**src/fetch_pkg.sv**
```systemverilog
package fetch_pkg;

    ////////////////////////////////////////////////////////////////////
    // line geometry
    ////////////////////////////////////////////////////////////////////

    localparam int LINE_BYTES = 16;  // bytes per cache line, one bank each

    ////////////////////////////////////////////////////////////////////
    // control flow
    ////////////////////////////////////////////////////////////////////

    // next pointer source, listed highest priority first
    typedef enum logic [1:0] {
        CF_INIT    = 2'd0,
        CF_RESTEER = 2'd1,  // writeback redirect
        CF_BRANCH  = 2'd2,  // predicted taken
        CF_SEQ     = 2'd3   // fall through
    } cf_src_e;

    ////////////////////////////////////////////////////////////////////
    // decoder bundle
    ////////////////////////////////////////////////////////////////////

    // two lines per fetch, 32 bytes in all
    typedef struct packed {
        logic [127:0] even_line;
        logic [127:0] odd_line;
        logic [31:0]  even_vaddr;  // line aligned
        logic [31:0]  odd_vaddr;
        logic [1:0]   fip_lsb;     // vaddr 5:4 of the lower line
        logic         tlb_miss;
        logic         prot_fault;
    } fetch_bundle_t;

endpackage

```
**src/mem_pkg.sv**
```systemverilog
package mem_pkg;

    localparam int PADDR_W = 15;  // physical byte address width

    // one translation, vpn matched against vaddr 31:12
    typedef struct packed {
        logic [19:0] vpn;
        logic [19:0] pfn;
        logic        valid;
        logic        present;
        logic        pcd;    // uncacheable, no fetch allowed
    } tlb_entry_t;

    // bank to miss handler
    typedef struct packed {
        logic [PADDR_W-1:0] paddr;   // line aligned
        logic               parity;  // 0 even bank, 1 odd bank
    } miss_req_t;

    // returned line, written into the bank named by the fill enable
    typedef struct packed {
        logic [PADDR_W-1:0] paddr;
        logic [127:0]       data;
    } mem_fill_t;

    typedef enum logic [1:0] {
        MH_IDLE    = 2'd0,
        MH_REQ     = 2'd1,  // req high, waiting for ack
        MH_FILL    = 2'd2,  // one cycle bank write
        MH_RELEASE = 2'd3   // wait for ack to drop
    } miss_state_e;

endpackage

```
**src/fetch_addr_select.sv**
```systemverilog
`timescale 1ns/1ps

module fetch_addr_select import fetch_pkg::*; #(
    parameter int PARITY = 0
) (
    input  logic        clk,
    input  logic        arst_n_i,
    input  logic        init_i,
    input  logic        resteer_i,
    input  logic        branch_i,
    input  logic [31:0] init_addr_i,
    input  logic [31:0] resteer_addr_i,
    input  logic [31:0] branch_addr_i,
    input  logic        take_i,
    output logic [31:0] vaddr_o,
    output logic        addr_valid_o
);

    localparam int OFF_W = $clog2(LINE_BYTES);

    cf_src_e     cf_src;
    logic [31:0] cf_addr;
    logic [31:0] cf_aligned;
    logic [31:0] cf_line;
    logic [31:0] next_addr;
    logic [31:0] addr_q;
    logic        started_q;
    logic        load;

    // fixed priority, init beats resteer beats branch
    always_comb begin
        if (init_i)
            cf_src = CF_INIT;
        else if (resteer_i)
            cf_src = CF_RESTEER;
        else if (branch_i)
            cf_src = CF_BRANCH;
        else
            cf_src = CF_SEQ;
    end

    always_comb begin
        case (cf_src)
            CF_INIT:    cf_addr = init_addr_i;
            CF_RESTEER: cf_addr = resteer_addr_i;
            CF_BRANCH:  cf_addr = branch_addr_i;
            default:    cf_addr = addr_q;
        endcase
    end

    // wrong parity at the target means our line is the next one up
    assign cf_aligned = {cf_addr[31:OFF_W], {OFF_W{1'b0}}};
    assign cf_line    = (cf_addr[OFF_W] == 1'(PARITY)) ? cf_aligned
                                                       : cf_aligned + 32'(LINE_BYTES);

    assign next_addr = (cf_src == CF_SEQ) ? addr_q + 32'(2 * LINE_BYTES) : cf_line;
    assign load      = (cf_src != CF_SEQ) || take_i;  // redirect overrides a take

    always_ff @(posedge clk or negedge arst_n_i) begin
        if (!arst_n_i) begin
            addr_q    <= '0;
            started_q <= 1'b0;
        end else begin
            if (load)
                addr_q <= next_addr;
            if (init_i)
                started_q <= 1'b1;  // nothing is fetched before the first init
        end
    end

    assign vaddr_o      = addr_q;
    assign addr_valid_o = started_q;

endmodule

```
**src/fetch_tlb.sv**
```systemverilog
`timescale 1ns/1ps

module fetch_tlb import mem_pkg::*; #(
    parameter int TLB_ENTRIES = 8
) (
    input  logic                           clk,
    input  logic                           arst_n_i,
    input  logic                           we_i,
    input  logic [$clog2(TLB_ENTRIES)-1:0] idx_i,
    input  tlb_entry_t                     entry_i,
    input  logic [31:0]                    vaddr_i,
    output logic [PADDR_W-1:0]             paddr_o,
    output logic                           miss_o,
    output logic                           prot_fault_o
);

    tlb_entry_t               entry_q [TLB_ENTRIES];
    logic [TLB_ENTRIES-1:0]   valid_q;
    tlb_entry_t               match;
    logic                     hit;

    ////////////////////////////////////////////////////////////////////
    // entry storage
    ////////////////////////////////////////////////////////////////////

    always_ff @(posedge clk or negedge arst_n_i) begin
        if (!arst_n_i) begin
            valid_q <= '0;
        end else if (we_i) begin
            valid_q[idx_i] <= entry_i.valid;
        end
    end

    always_ff @(posedge clk) begin
        if (we_i)
            entry_q[idx_i] <= entry_i;
    end

    ////////////////////////////////////////////////////////////////////
    // lookup
    ////////////////////////////////////////////////////////////////////

    // first matching entry wins, duplicates are not expected
    always_comb begin
        hit   = 1'b0;
        match = '0;
        for (int i = 0; i < TLB_ENTRIES; i++) begin
            if (!hit && valid_q[i] && (entry_q[i].vpn == vaddr_i[31:12])) begin
                hit   = 1'b1;
                match = entry_q[i];
            end
        end
    end

    // only the low pfn bits reach the small physical space
    assign paddr_o = {match.pfn[PADDR_W-13:0], vaddr_i[11:0]};
    assign miss_o  = !hit;

    // uncacheable or absent page, refuse the fetch
    assign prot_fault_o = hit && (match.pcd || !match.present);

endmodule

```
**src/icache_bank.sv**
```systemverilog
`timescale 1ns/1ps

module icache_bank import fetch_pkg::*, mem_pkg::*; #(
    parameter int PARITY   = 0,
    parameter int NUM_SETS = 8
) (
    input  logic               clk,
    input  logic               arst_n_i,
    input  logic               lookup_i,       // address valid
    input  logic [PADDR_W-1:0] paddr_i,
    input  logic               xlate_fault_i,
    input  logic               fill_we_i,
    input  mem_fill_t          fill_i,
    output logic [127:0]       line_o,
    output logic               hit_o,
    output logic               miss_o,
    output miss_req_t          miss_req_o
);

    // bit OFF_W is the bank parity, so the index starts one above it
    localparam int OFF_W  = $clog2(LINE_BYTES);
    localparam int IDX_LO = OFF_W + 1;
    localparam int IDX_W  = $clog2(NUM_SETS);
    localparam int TAG_LO = IDX_LO + IDX_W;
    localparam int TAG_W  = PADDR_W - TAG_LO;

    logic [TAG_W-1:0]    tag_q  [NUM_SETS];
    logic [127:0]        data_q [NUM_SETS];
    logic [NUM_SETS-1:0] valid_q;

    logic [IDX_W-1:0]    rd_idx;
    logic [TAG_W-1:0]    rd_tag;
    logic [IDX_W-1:0]    wr_idx;
    logic [TAG_W-1:0]    wr_tag;
    logic                tag_match;

    ////////////////////////////////////////////////////////////////////
    // address split
    ////////////////////////////////////////////////////////////////////

    assign rd_idx = paddr_i[IDX_LO +: IDX_W];
    assign rd_tag = paddr_i[PADDR_W-1:TAG_LO];
    assign wr_idx = fill_i.paddr[IDX_LO +: IDX_W];
    assign wr_tag = fill_i.paddr[PADDR_W-1:TAG_LO];

    ////////////////////////////////////////////////////////////////////
    // fill write
    ////////////////////////////////////////////////////////////////////

    always_ff @(posedge clk or negedge arst_n_i) begin
        if (!arst_n_i) begin
            valid_q <= '0;
        end else if (fill_we_i) begin
            valid_q[wr_idx] <= 1'b1;
        end
    end

    always_ff @(posedge clk) begin
        if (fill_we_i) begin
            tag_q[wr_idx]  <= wr_tag;
            data_q[wr_idx] <= fill_i.data;  // whole line, no partial fills
        end
    end

    ////////////////////////////////////////////////////////////////////
    // lookup
    ////////////////////////////////////////////////////////////////////

    assign tag_match = valid_q[rd_idx] && (tag_q[rd_idx] == rd_tag);

    // a translation fault means paddr is meaningless
    assign hit_o  = lookup_i && !xlate_fault_i && tag_match;
    assign miss_o = lookup_i && !xlate_fault_i && !tag_match;  // held until the fill lands
    assign line_o = data_q[rd_idx];

    // request the whole line
    assign miss_req_o.paddr  = {paddr_i[PADDR_W-1:OFF_W], {OFF_W{1'b0}}};
    assign miss_req_o.parity = 1'(PARITY);

endmodule

```
**src/miss_handler.sv**
```systemverilog
`timescale 1ns/1ps

module miss_handler import mem_pkg::*; (
    input  logic               clk,
    input  logic               arst_n_i,
    input  logic               miss_even_i,
    input  logic               miss_odd_i,
    input  miss_req_t          req_even_i,
    input  miss_req_t          req_odd_i,
    output logic               mem_req_o,
    output logic [PADDR_W-1:0] mem_paddr_o,
    input  logic               mem_ack_i,
    input  logic [127:0]       mem_data_i,
    output mem_fill_t          fill_o,
    output logic               fill_we_even_o,
    output logic               fill_we_odd_o
);

    miss_state_e  state_q;
    miss_state_e  state_d;
    miss_req_t    req_q;   // request in flight
    logic [127:0] data_q;

    ////////////////////////////////////////////////////////////////////
    // four-phase sequencing
    ////////////////////////////////////////////////////////////////////

    always_comb begin
        state_d = state_q;
        case (state_q)
            MH_IDLE: begin
                if (miss_even_i || miss_odd_i)
                    state_d = MH_REQ;
            end
            MH_REQ: begin
                if (mem_ack_i)
                    state_d = MH_FILL;  // data captured on this edge
            end
            MH_FILL: begin
                state_d = MH_RELEASE;
            end
            MH_RELEASE: begin
                // memory must drop ack before the next req
                if (!mem_ack_i)
                    state_d = MH_IDLE;
            end
            default: state_d = MH_IDLE;
        endcase
    end

    always_ff @(posedge clk or negedge arst_n_i) begin
        if (!arst_n_i)
            state_q <= MH_IDLE;
        else
            state_q <= state_d;
    end

    // even wins a tie
    always_ff @(posedge clk) begin
        if (state_q == MH_IDLE && miss_even_i)
            req_q <= req_even_i;
        else if (state_q == MH_IDLE && miss_odd_i)
            req_q <= req_odd_i;

        if (state_q == MH_REQ && mem_ack_i)
            data_q <= mem_data_i;
    end

    ////////////////////////////////////////////////////////////////////
    // outputs
    ////////////////////////////////////////////////////////////////////

    assign mem_req_o   = (state_q == MH_REQ);
    assign mem_paddr_o = req_q.paddr;  // stable for the whole REQ phase

    assign fill_o = '{paddr: req_q.paddr, data: data_q};

    // one pulse per fill, to the bank that asked
    assign fill_we_even_o = (state_q == MH_FILL) && !req_q.parity;
    assign fill_we_odd_o  = (state_q == MH_FILL) && req_q.parity;

endmodule

```
**src/fetch_top.sv**
```systemverilog
`timescale 1ns/1ps

module fetch_top import fetch_pkg::*, mem_pkg::*; #(
    parameter int NUM_SETS    = 8,
    parameter int TLB_ENTRIES = 8
) (
    input  logic                           clk,
    input  logic                           arst_n_i,
    input  logic                           init_i,
    input  logic [31:0]                    init_addr_i,
    input  logic                           resteer_i,
    input  logic [31:0]                    resteer_addr_i,
    input  logic                           branch_i,
    input  logic [31:0]                    branch_addr_i,
    input  logic                           tlb_we_i,
    input  logic [$clog2(TLB_ENTRIES)-1:0] tlb_idx_i,
    input  tlb_entry_t                     tlb_entry_i,
    output logic                           fetch_valid_o,
    output fetch_bundle_t                  fetch_o,
    input  logic                           fetch_take_i,
    output logic                           mem_req_o,
    output logic [PADDR_W-1:0]             mem_paddr_o,
    input  logic                           mem_ack_i,
    input  logic [127:0]                   mem_data_i
);

    logic [31:0]        vaddr_e, vaddr_o;
    logic               avalid_e, avalid_o;
    logic [PADDR_W-1:0] paddr_e, paddr_o;
    logic               tmiss_e, tmiss_o;
    logic               pfault_e, pfault_o;
    logic               fault_e, fault_o;
    logic [127:0]       line_e, line_o;
    logic               hit_e, hit_o;
    logic               miss_e, miss_o;
    miss_req_t          mreq_e, mreq_o;
    mem_fill_t          fill;
    logic               fill_we_e, fill_we_o;

    ////////////////////////////////////////////////////////////////////
    // even side
    ////////////////////////////////////////////////////////////////////

    fetch_addr_select #(.PARITY(0)) u_sel_even (
        .clk(clk), .arst_n_i(arst_n_i),
        .init_i(init_i), .resteer_i(resteer_i), .branch_i(branch_i),
        .init_addr_i(init_addr_i), .resteer_addr_i(resteer_addr_i),
        .branch_addr_i(branch_addr_i), .take_i(fetch_take_i),
        .vaddr_o(vaddr_e), .addr_valid_o(avalid_e)
    );

    fetch_tlb #(.TLB_ENTRIES(TLB_ENTRIES)) u_tlb_even (
        .clk(clk), .arst_n_i(arst_n_i), .we_i(tlb_we_i), .idx_i(tlb_idx_i),
        .entry_i(tlb_entry_i), .vaddr_i(vaddr_e), .paddr_o(paddr_e),
        .miss_o(tmiss_e), .prot_fault_o(pfault_e)
    );

    icache_bank #(.PARITY(0), .NUM_SETS(NUM_SETS)) u_bank_even (
        .clk(clk), .arst_n_i(arst_n_i), .lookup_i(avalid_e), .paddr_i(paddr_e),
        .xlate_fault_i(fault_e), .fill_we_i(fill_we_e), .fill_i(fill),
        .line_o(line_e), .hit_o(hit_e), .miss_o(miss_e), .miss_req_o(mreq_e)
    );

    ////////////////////////////////////////////////////////////////////
    // odd side
    ////////////////////////////////////////////////////////////////////

    fetch_addr_select #(.PARITY(1)) u_sel_odd (
        .clk(clk), .arst_n_i(arst_n_i),
        .init_i(init_i), .resteer_i(resteer_i), .branch_i(branch_i),
        .init_addr_i(init_addr_i), .resteer_addr_i(resteer_addr_i),
        .branch_addr_i(branch_addr_i), .take_i(fetch_take_i),
        .vaddr_o(vaddr_o), .addr_valid_o(avalid_o)
    );

    fetch_tlb #(.TLB_ENTRIES(TLB_ENTRIES)) u_tlb_odd (
        .clk(clk), .arst_n_i(arst_n_i), .we_i(tlb_we_i), .idx_i(tlb_idx_i),
        .entry_i(tlb_entry_i), .vaddr_i(vaddr_o), .paddr_o(paddr_o),
        .miss_o(tmiss_o), .prot_fault_o(pfault_o)
    );

    icache_bank #(.PARITY(1), .NUM_SETS(NUM_SETS)) u_bank_odd (
        .clk(clk), .arst_n_i(arst_n_i), .lookup_i(avalid_o), .paddr_i(paddr_o),
        .xlate_fault_i(fault_o), .fill_we_i(fill_we_o), .fill_i(fill),
        .line_o(line_o), .hit_o(hit_o), .miss_o(miss_o), .miss_req_o(mreq_o)
    );

    miss_handler u_miss (
        .clk(clk), .arst_n_i(arst_n_i),
        .miss_even_i(miss_e), .miss_odd_i(miss_o),
        .req_even_i(mreq_e), .req_odd_i(mreq_o),
        .mem_req_o(mem_req_o), .mem_paddr_o(mem_paddr_o),
        .mem_ack_i(mem_ack_i), .mem_data_i(mem_data_i),
        .fill_o(fill), .fill_we_even_o(fill_we_e), .fill_we_odd_o(fill_we_o)
    );

    ////////////////////////////////////////////////////////////////////
    // decoder side
    ////////////////////////////////////////////////////////////////////

    assign fault_e = tmiss_e || pfault_e;
    assign fault_o = tmiss_o || pfault_o;

    // each bank done, by a hit or by an exception
    assign fetch_valid_o = avalid_e && avalid_o && (hit_e || fault_e) && (hit_o || fault_o);

    assign fetch_o = '{
        even_line:  line_e,
        odd_line:   line_o,
        even_vaddr: vaddr_e,
        odd_vaddr:  vaddr_o,
        fip_lsb:    (vaddr_o < vaddr_e) ? vaddr_o[5:4] : vaddr_e[5:4],  // lower line first
        tlb_miss:   tmiss_e || tmiss_o,
        prot_fault: pfault_e || pfault_o
    };

endmodule

```
**config.mk**
```make
export PLATFORM = sky130hd
export DESIGN_NAME = fetch_top
export DESIGN_NICKNAME = d
export VERILOG_FILES = /design/src/fetch_pkg.sv /design/src/mem_pkg.sv /design/src/fetch_addr_select.sv /design/src/fetch_tlb.sv /design/src/icache_bank.sv /design/src/miss_handler.sv /design/src/fetch_top.sv
export SDC_FILE = /design/constraint.sdc
export NUM_CORES = 2
export LEC_CHECK = 0
export BUFFER_PORTS_ARGS = -buffer_cell sky130_fd_sc_hd__buf_2
export CAP_MARGIN = 5
export CORE_MARGIN = 5
export CORE_UTILIZATION = 60
export CTS_CLUSTER_DIAMETER = 50
export DETAILED_ROUTE_END_ITERATION = 7
export PLACE_DENSITY_LB_ADDON = 0.2
export RECOVER_POWER = 25
export SLEW_MARGIN = 0
export SYNTH_ARGS = -nofsm -noshare
export SYNTH_HDL_FRONTEND = slang
export SYNTH_SLANG_ARGS = --single-unit
```
**constraint.sdc**
```tcl
create_clock -name clk -period 26 [get_ports clk]
set_clock_uncertainty 0.1 [all_clocks]
set_input_delay 2.6 -clock clk [delete_from_list [all_inputs] [get_ports clk]]
set_output_delay 2.6 -clock clk [all_outputs]
set_load 0.02 [all_outputs]
```
; Word-level counts from Yosys, hierarchy flattened
; Memories as Yosys holds them, arrays and structs flattened.
; Cells that the tools add are included.
[op_classes]
add_sub_neg = 4
magnitude_cmp = 7
eq_ne = 28
mux = 64
bitwise = 2
reduce_logical = 86
[op_table]
columns = op, n
row1 = == test 20 bit, 16
row2 = one-hot mux 32 bit (3 select lines), 2
row3 = two-way mux 32 bit, 4
row4 = two-way mux 6 bit, 16
row5 = "adder 32 x 5 -> 32 bit, second input constant", 2
row6 = "adder 32 x 6 -> 32 bit, second input constant", 2
row7 = logical AND 1 bit, 49
row8 = < comparator 32 bit, 1
row9 = two-way mux 16 bit, 2
row10 = two-way mux 1 bit, 27
row11 = zero test 1 bit, 23
row12 = bitwise mux 8 bit, 2
row13 = "< comparator 3 x 4 -> 1 bit, second input constant", 4
row14 = bitwise OR 8 bit, 2
row15 = == test 7 bit, 2
row16 = two-way mux 2 bit, 6
row17 = logical OR 1 bit, 10
row18 = "== test 2 bit, second input constant", 4
row19 = one-hot mux 2 bit (4 select lines), 1
row20 = binary-select mux 1 bit (select 3 bit), 2
row21 = demux 1 bit (select 3 bit), 2
row22 = ">= comparator 3 x 1 -> 1 bit, second input constant", 2
row23 = "== test 2 x 1 -> 1 bit, second input constant", 2
row24 = zero test 2 bit, 2
row25 = 4 further kinds, 6
[totals]
ff_bits = 239
ram_bits = 2848
inputBits = 278
word_cells = 208
mem_count = 6
[mem_list]
columns = name, words, word_bits, read_ports, rd_ports_with_merged_regs, wr, line
row1 = u_bank_even.data_q, 8, 128, 1, 0, 1, icache_bank.sv:28  ; logic [127:0] data_q [NUM_SETS];
row2 = u_bank_odd.data_q, 8, 128, 1, 0, 1, icache_bank.sv:28
row3 = u_tlb_even.entry_q, 8, 43, 8, 0, 1, fetch_tlb.sv:17  ; tlb_entry_t entry_q [TLB_ENTRIES];
row4 = u_tlb_odd.entry_q, 8, 43, 8, 0, 1, fetch_tlb.sv:17
row5 = u_bank_even.tag_q, 8, 7, 1, 0, 1, icache_bank.sv:27  ; logic [TAG_W-1:0] tag_q [NUM_SETS];
row6 = u_bank_odd.tag_q, 8, 7, 1, 0, 1, icache_bank.sv:27

; Logic depth before layout (Yosys ltp)
; An unclocked memory read counts as a cell.
[depth]
depth_word = 42
ltp_mapped = 17
depth_no_buf = 15

; Modules after synthesis
; From an unflattened synthesis, not the netlist that was laid out.
[hier_totals]
hier_cells = 5410
hier_area_um2 = 111560.7
[modules_own_cells]
columns = mod, n_inst, cells_each, area_each_um2, seq_area_each_um2
row1 = icache_bank (u_bank_odd), 1, 1635, 41148.2, 32631.3
row2 = icache_bank (u_bank_even), 1, 1634, 41144.5, 32631.3
row3 = fetch_tlb, 2, 559, 8911.0, 6206.0
row4 = miss_handler, 1, 209, 4972.3, 4374.2
row5 = fetch_addr_select (u_sel_even), 1, 409, 3375.7, 700.7
row6 = fetch_addr_select (u_sel_odd), 1, 289, 2238.4, 725.7
row7 = fetch_top, 1, 116, 859.6, 0.0

; Worst setup path before layout
; OpenSTA, ideal clock, no wires.
[synth_path]
kind = register -> register
startpoint = reg u_miss.state_q[0]
endpoint = reg u_bank_even.valid_q[0]
arrival_time_ns = 11.187
setup_slack_ns = 14.590
path_stages_with_launch = 6
n_path_buf = 0
period_less_slack_ns = 11.410
cell_sequence = dfrtp_1 inv_1 ha_1 or3b_2 nor3_1 or2_2
[synth_via]
elab_chain_cells = 2
[synth_rtl]
columns = element, line
row1 = "start, declared", miss_handler.sv:19  ; miss_state_e state_q;
row2 = "start signal, assigned", miss_handler.sv:55  ; state_q <= state_d;
row3 = == test 2 bit, miss_handler.sv:79  ; assign fill_we_even_o = (state_q == MH_FILL) && !req_q.parity;
row4 = logical AND 1 bit, miss_handler.sv:79
row5 = "end signal, assigned", icache_bank.sv:52  ; valid_q <= '0;
row6 = "end signal, assigned by index", icache_bank.sv:54  ; valid_q[wr_idx] <= 1'b1;
row7 = "end, declared", icache_bank.sv:29  ; logic [NUM_SETS-1:0] valid_q;
; No other way between the ends.
; A chain may end at the register's enable or synchronous reset.

; Worst setup path after layout
[layout_path]
startpoint = reg u_sel_odd.addr_q[19] (netlist: u_sel_odd.vaddr_o[19])
endpoint = out fetch_valid_o
[layout_via]
elab_chain_cells = 40
[layout_rtl]
columns = element, line
row1 = "start, declared", fetch_addr_select.sv:26  ; logic [31:0] addr_q;
row2 = "start signal, assigned", fetch_addr_select.sv:65  ; addr_q <= next_addr;
row3 = == test 20 bit, fetch_tlb.sv:48  ; if (!hit && valid_q[i] && (entry_q[i].vpn == vaddr_i[31:12])) begin
row4 = logical AND 1 bit, fetch_tlb.sv:48
row5 = two-way mux 1 bit, fetch_tlb.sv:48
row6 = zero test 1 bit, fetch_tlb.sv:48
row7 = logical AND 1 bit (2 in series), fetch_tlb.sv:48
row8 = two-way mux 1 bit, fetch_tlb.sv:48
row9 = zero test 1 bit, fetch_tlb.sv:48
row10 = logical AND 1 bit (2 in series), fetch_tlb.sv:48
row11 = [... 21 more ...], n/a
row12 = zero test 1 bit, fetch_tlb.sv:60  ; assign prot_fault_o = hit && (match.pcd || !match.present);
row13 = logical OR 1 bit, fetch_tlb.sv:60
row14 = logical AND 1 bit, fetch_tlb.sv:60
row15 = logical OR 1 bit, fetch_top.sv:102  ; assign fault_o = tmiss_o || pfault_o;
row16 = zero test 1 bit, icache_bank.sv:72  ; assign hit_o = lookup_i && !xlate_fault_i && tag_match;
row17 = logical AND 1 bit (2 in series), icache_bank.sv:72
row18 = logical OR 1 bit (*), fetch_top.sv:105  ; assign fetch_valid_o = avalid_e && avalid_o && (hit_e || fault_e) && (hit_o || fault_o);
row19 = logical AND 1 bit (*), fetch_top.sv:105
row20 = "end, declared", fetch_top.sv:18  ; output logic fetch_valid_o,
; Mark *: on every way between the ends. The rest lies on a longest branch, timed or not.

==> impl_metrics.tcl <==
set metrics [dict create \
    outcome "complete, no violations" \
    power_density_nw_per_um2 85.06 \
    utilization_pct 68.80 \
    p_leak_nw 40.22 \
    synth_seq_area_share_pct 74.34 \
    hp-class "flop to flop" \
    grt_pass1_wl_um 389400 \
    synthSimpleGateAreaFrac_pct 6.281 \
    port_buffers 576 \
    synth_warnings 0 \
    gp_congestion 0.9193 \
    start_kind "flop" \
    drcViolationCount 0 \
    synth_top_family_by_area "multiplexers" \
    fin_crit_ns 9.055 \
    fp.dieH_um 425.8 \
    grt_remaining_overflow 0 \
    hp-start "u_bank_even.valid_q[3]" \
    htree_levels 5 \
    drtIter0Drc 6670 \
    synth_area_leader_cell "edfxtp_1" \
    crit_family "simple AND/OR/NAND/NOR gates" \
    cp-end-kind "output pin" \
    synth-edff-count 2499 \
    synthFlopType "edfxtp_1" \
    cts_buffer_depth 4 \
    drt-total-wl_um 269500 \
    post-cts-setup-buffer-count 0 \
    timing.rr.start "u_sel_odd.vaddr_o[19]" \
    final_cells 8884 \
    synthArstFlopShare_pct 3.176 \
    final_common_cell "edfxtp_1" \
    coreArea_um2 171700 \
    fin_nets 6690 \
    hpwlAfterDp_um 152100 \
    crit_buf_inv 1 \
    crit_top_cell "nor2_1" \
    yosys.area.top_type_share_pct 72.34 \
    track_usage_pct 29.77 \
    synth_cells 5660 \
    cp.arrival_ns 6.35 \
    slew_headroom_pct 16.79 \
    drv_cap 0 \
    worstMarginPinSlew_ns 1.245 \
    post-place-ws_ns 18.17 \
    fmax_mhz 110.4 \
    clkSlewWorstSetupHoldPaths_ns 0.05 \
    cts_tree "built" \
    fin_ws_ns 16.95 \
    cp_slowest_cell "dfrtp_1" \
    vias 56730 \
    post_cts_resized 0 \
    worstPathRequired_ns 23.30 \
    cts_hold_buf 0 \
    drt_pass1_iterations 7 \
    die_x_um 425.8 \
    path_max_fanout 13 \
    r2r-end "u_miss.mem_paddr_o[9]" \
    grt_max_degree 120 \
    ys_types 88 \
    peakVddDrop_uv 78.17 \
    synth-seq-cells 2582 \
    row_count 152 \
    synth-compound-area-share_pct 1.948 \
    grt_pass1_vias 56780 \
    syn_avg_cell_area_um2 18.33 \
    dieArea_um2 181300 \
    io_pins 619 \
    drv_slew 0 \
    rrSetupSlack_ns 20.14 \
    hold_viol_final 0 \
    dpl.cell_count 8403 \
    holdPathStages 1 \
    hold-path-endpoint "u_bank_even.valid_q[3]" \
    cts-root-buf "clkbuf_16" \
    clock_sinks 2582 \
    setup_viol 0 \
    cts_buffers 283 \
    setup_tns_ns 0 \
    crit_type "flop to output pin" \
    synth-adder-area-share_pct 0.4101 \
    fin_crit_sh_pct 34.83 \
    finalPower_mw 10.05 \
    wire_per_inst_um 30.33 \
    reg2reg_depth 12 \
    rsz0062_at_grt "no" \
    synth.area.top_cells "edfxtp_1, mux4_2, nand2_1" \
    drive_gt1_share_pct 26.25 \
    path_cells "xnor2_1, nand3_1, nor4_1, a22oi_1, o21a_1, a222oi_1, o21ai_0, a211o_1, nor3_1, nor2_1, nor2_1, and2_1, buf_2" \
    synthMuxAreaShare_pct 12.31 \
    antenna_left 0 \
    synth-xor-area-share_pct 3.316 \
    area_growth_pct 13.91 \
    clock_latency_ns 0.90 \
    grt_antenna_before_repair 17 \
    start_util_pct 60.40 \
    max_stage_delay_ns 1.10 \
    synth_area_um2 103700 \
    final_cell_mix "edfxtp_1, nand2_1, buf_2, mux4_2, clkbuf_16" \
    via_per_inst 6.386 \
]
layout make-up:
type	instances	area [um2]
inverter	58	227.7
clock inverter	120	1055
tap	2310	2890
sequential	2582	77140
timing repair buffer	705	3904
clock buffer	352	7564
multi-input combinational	2748	25360
fill	10790	53580
antenna	9	22.52
worst register-to-register path, delay by kind of cell, from the launching register on:
kind,cells,cell delay [ns]
DFF,1,1.10
xor gates and xnor gates,1,0.27
AOI/OAI and AO/OA,5,1.68
and+or+nand+nor,6,2.30
Yosys cell counts, drive strengths merged (30+ instances only):
cell / number
buf: 154
a21oi: 53
nand4: 88
nand2: 896
dfrtp: 82
mux4: 544
nor3: 31
clkbuf: 130
edfxtp: 2499
o21ai: 86
xnor2: 235
inv: 58
nor4: 60
ha: 34
nor2: 83
nand3: 66
mux2i: 30
xor2: 153
layer usage:
layer | routed length, um | vias to the layer above | global-route usage (%)
li1 | - | 23680 | -
met1 | 101300 | 29470 | 40.53
met2 | 132100 | 2951 | 48.35
met3 | 22480 | 635 | 4.962
met4 | 13560 | 2 | 13.19
met5 | 11 | - | 0
state kept, by name, indices dropped and copies added, names as in the netlist:
name / flops
u_bank_even.data_q: 1024
u_bank_odd.data_q: 1024
u_tlb_odd.entry_q: 175
u_miss.data_q: 128
u_bank_even.tag_q: 56
u_bank_odd.tag_q: 56
u_sel_odd.vaddr_o: 28
u_sel_even.vaddr_o: 27
u_tlb_even.entry_q: 25
u_miss.mem_paddr_o: 11
u_bank_even.valid_q: 8
u_bank_odd.valid_q: 8
u_tlb_even.valid_q: 8
u_miss.state_q: 2
u_miss.req_q: 1
u_sel_odd.addr_valid_o: 1
where the power goes:
part,switching [mW],total [mW],leakage (nW),internal [mW]
combinational,0.826,1.29,12.4,0.462
clock,1.54,3.77,4.21,2.22
sequential,0.185,5.00,23.6,4.81
total,2.55,10.1,40.2,7.50
per-stage QoR:
stage,hold WS (ns),cell area (um2)
6_report,0.3663,118200
5_1_grt,0.3847,118100
4_1_cts,0.3621,118100
3_5_place_dp,0.3484,109500
3_3_place_gp,0.3455,109500
2_1_floorplan,0.3337,103800
cells by family after synthesis:
family / after synthesis
compound gates: 299
xor+xnor: 388
fa+ha+maj: 34
buf+inv: 342
flops: 2582
mux: 593
other cells: 1
simple gates: 1421
worst max path at each step:
stage	from	end	slack, ns	depth (start not counted)
6_report	u_sel_odd.vaddr_o[19]	fetch_valid_o	16.95	13
5_1_grt	u_sel_odd.vaddr_o[19]	fetch_valid_o	16.88	13
4_1_cts	u_sel_odd.vaddr_o[19]	fetch_valid_o	17.18	13
3_5_place_dp	u_sel_odd.vaddr_o[19]	fetch_valid_o	18.17	13
3_3_place_gp	u_sel_odd.vaddr_o[19]	fetch_valid_o	18.20	13
2_1_floorplan	u_miss.state_q[0]	u_bank_even.valid_q[0]	14.59	5
Power figures use the tool's default switching activity.
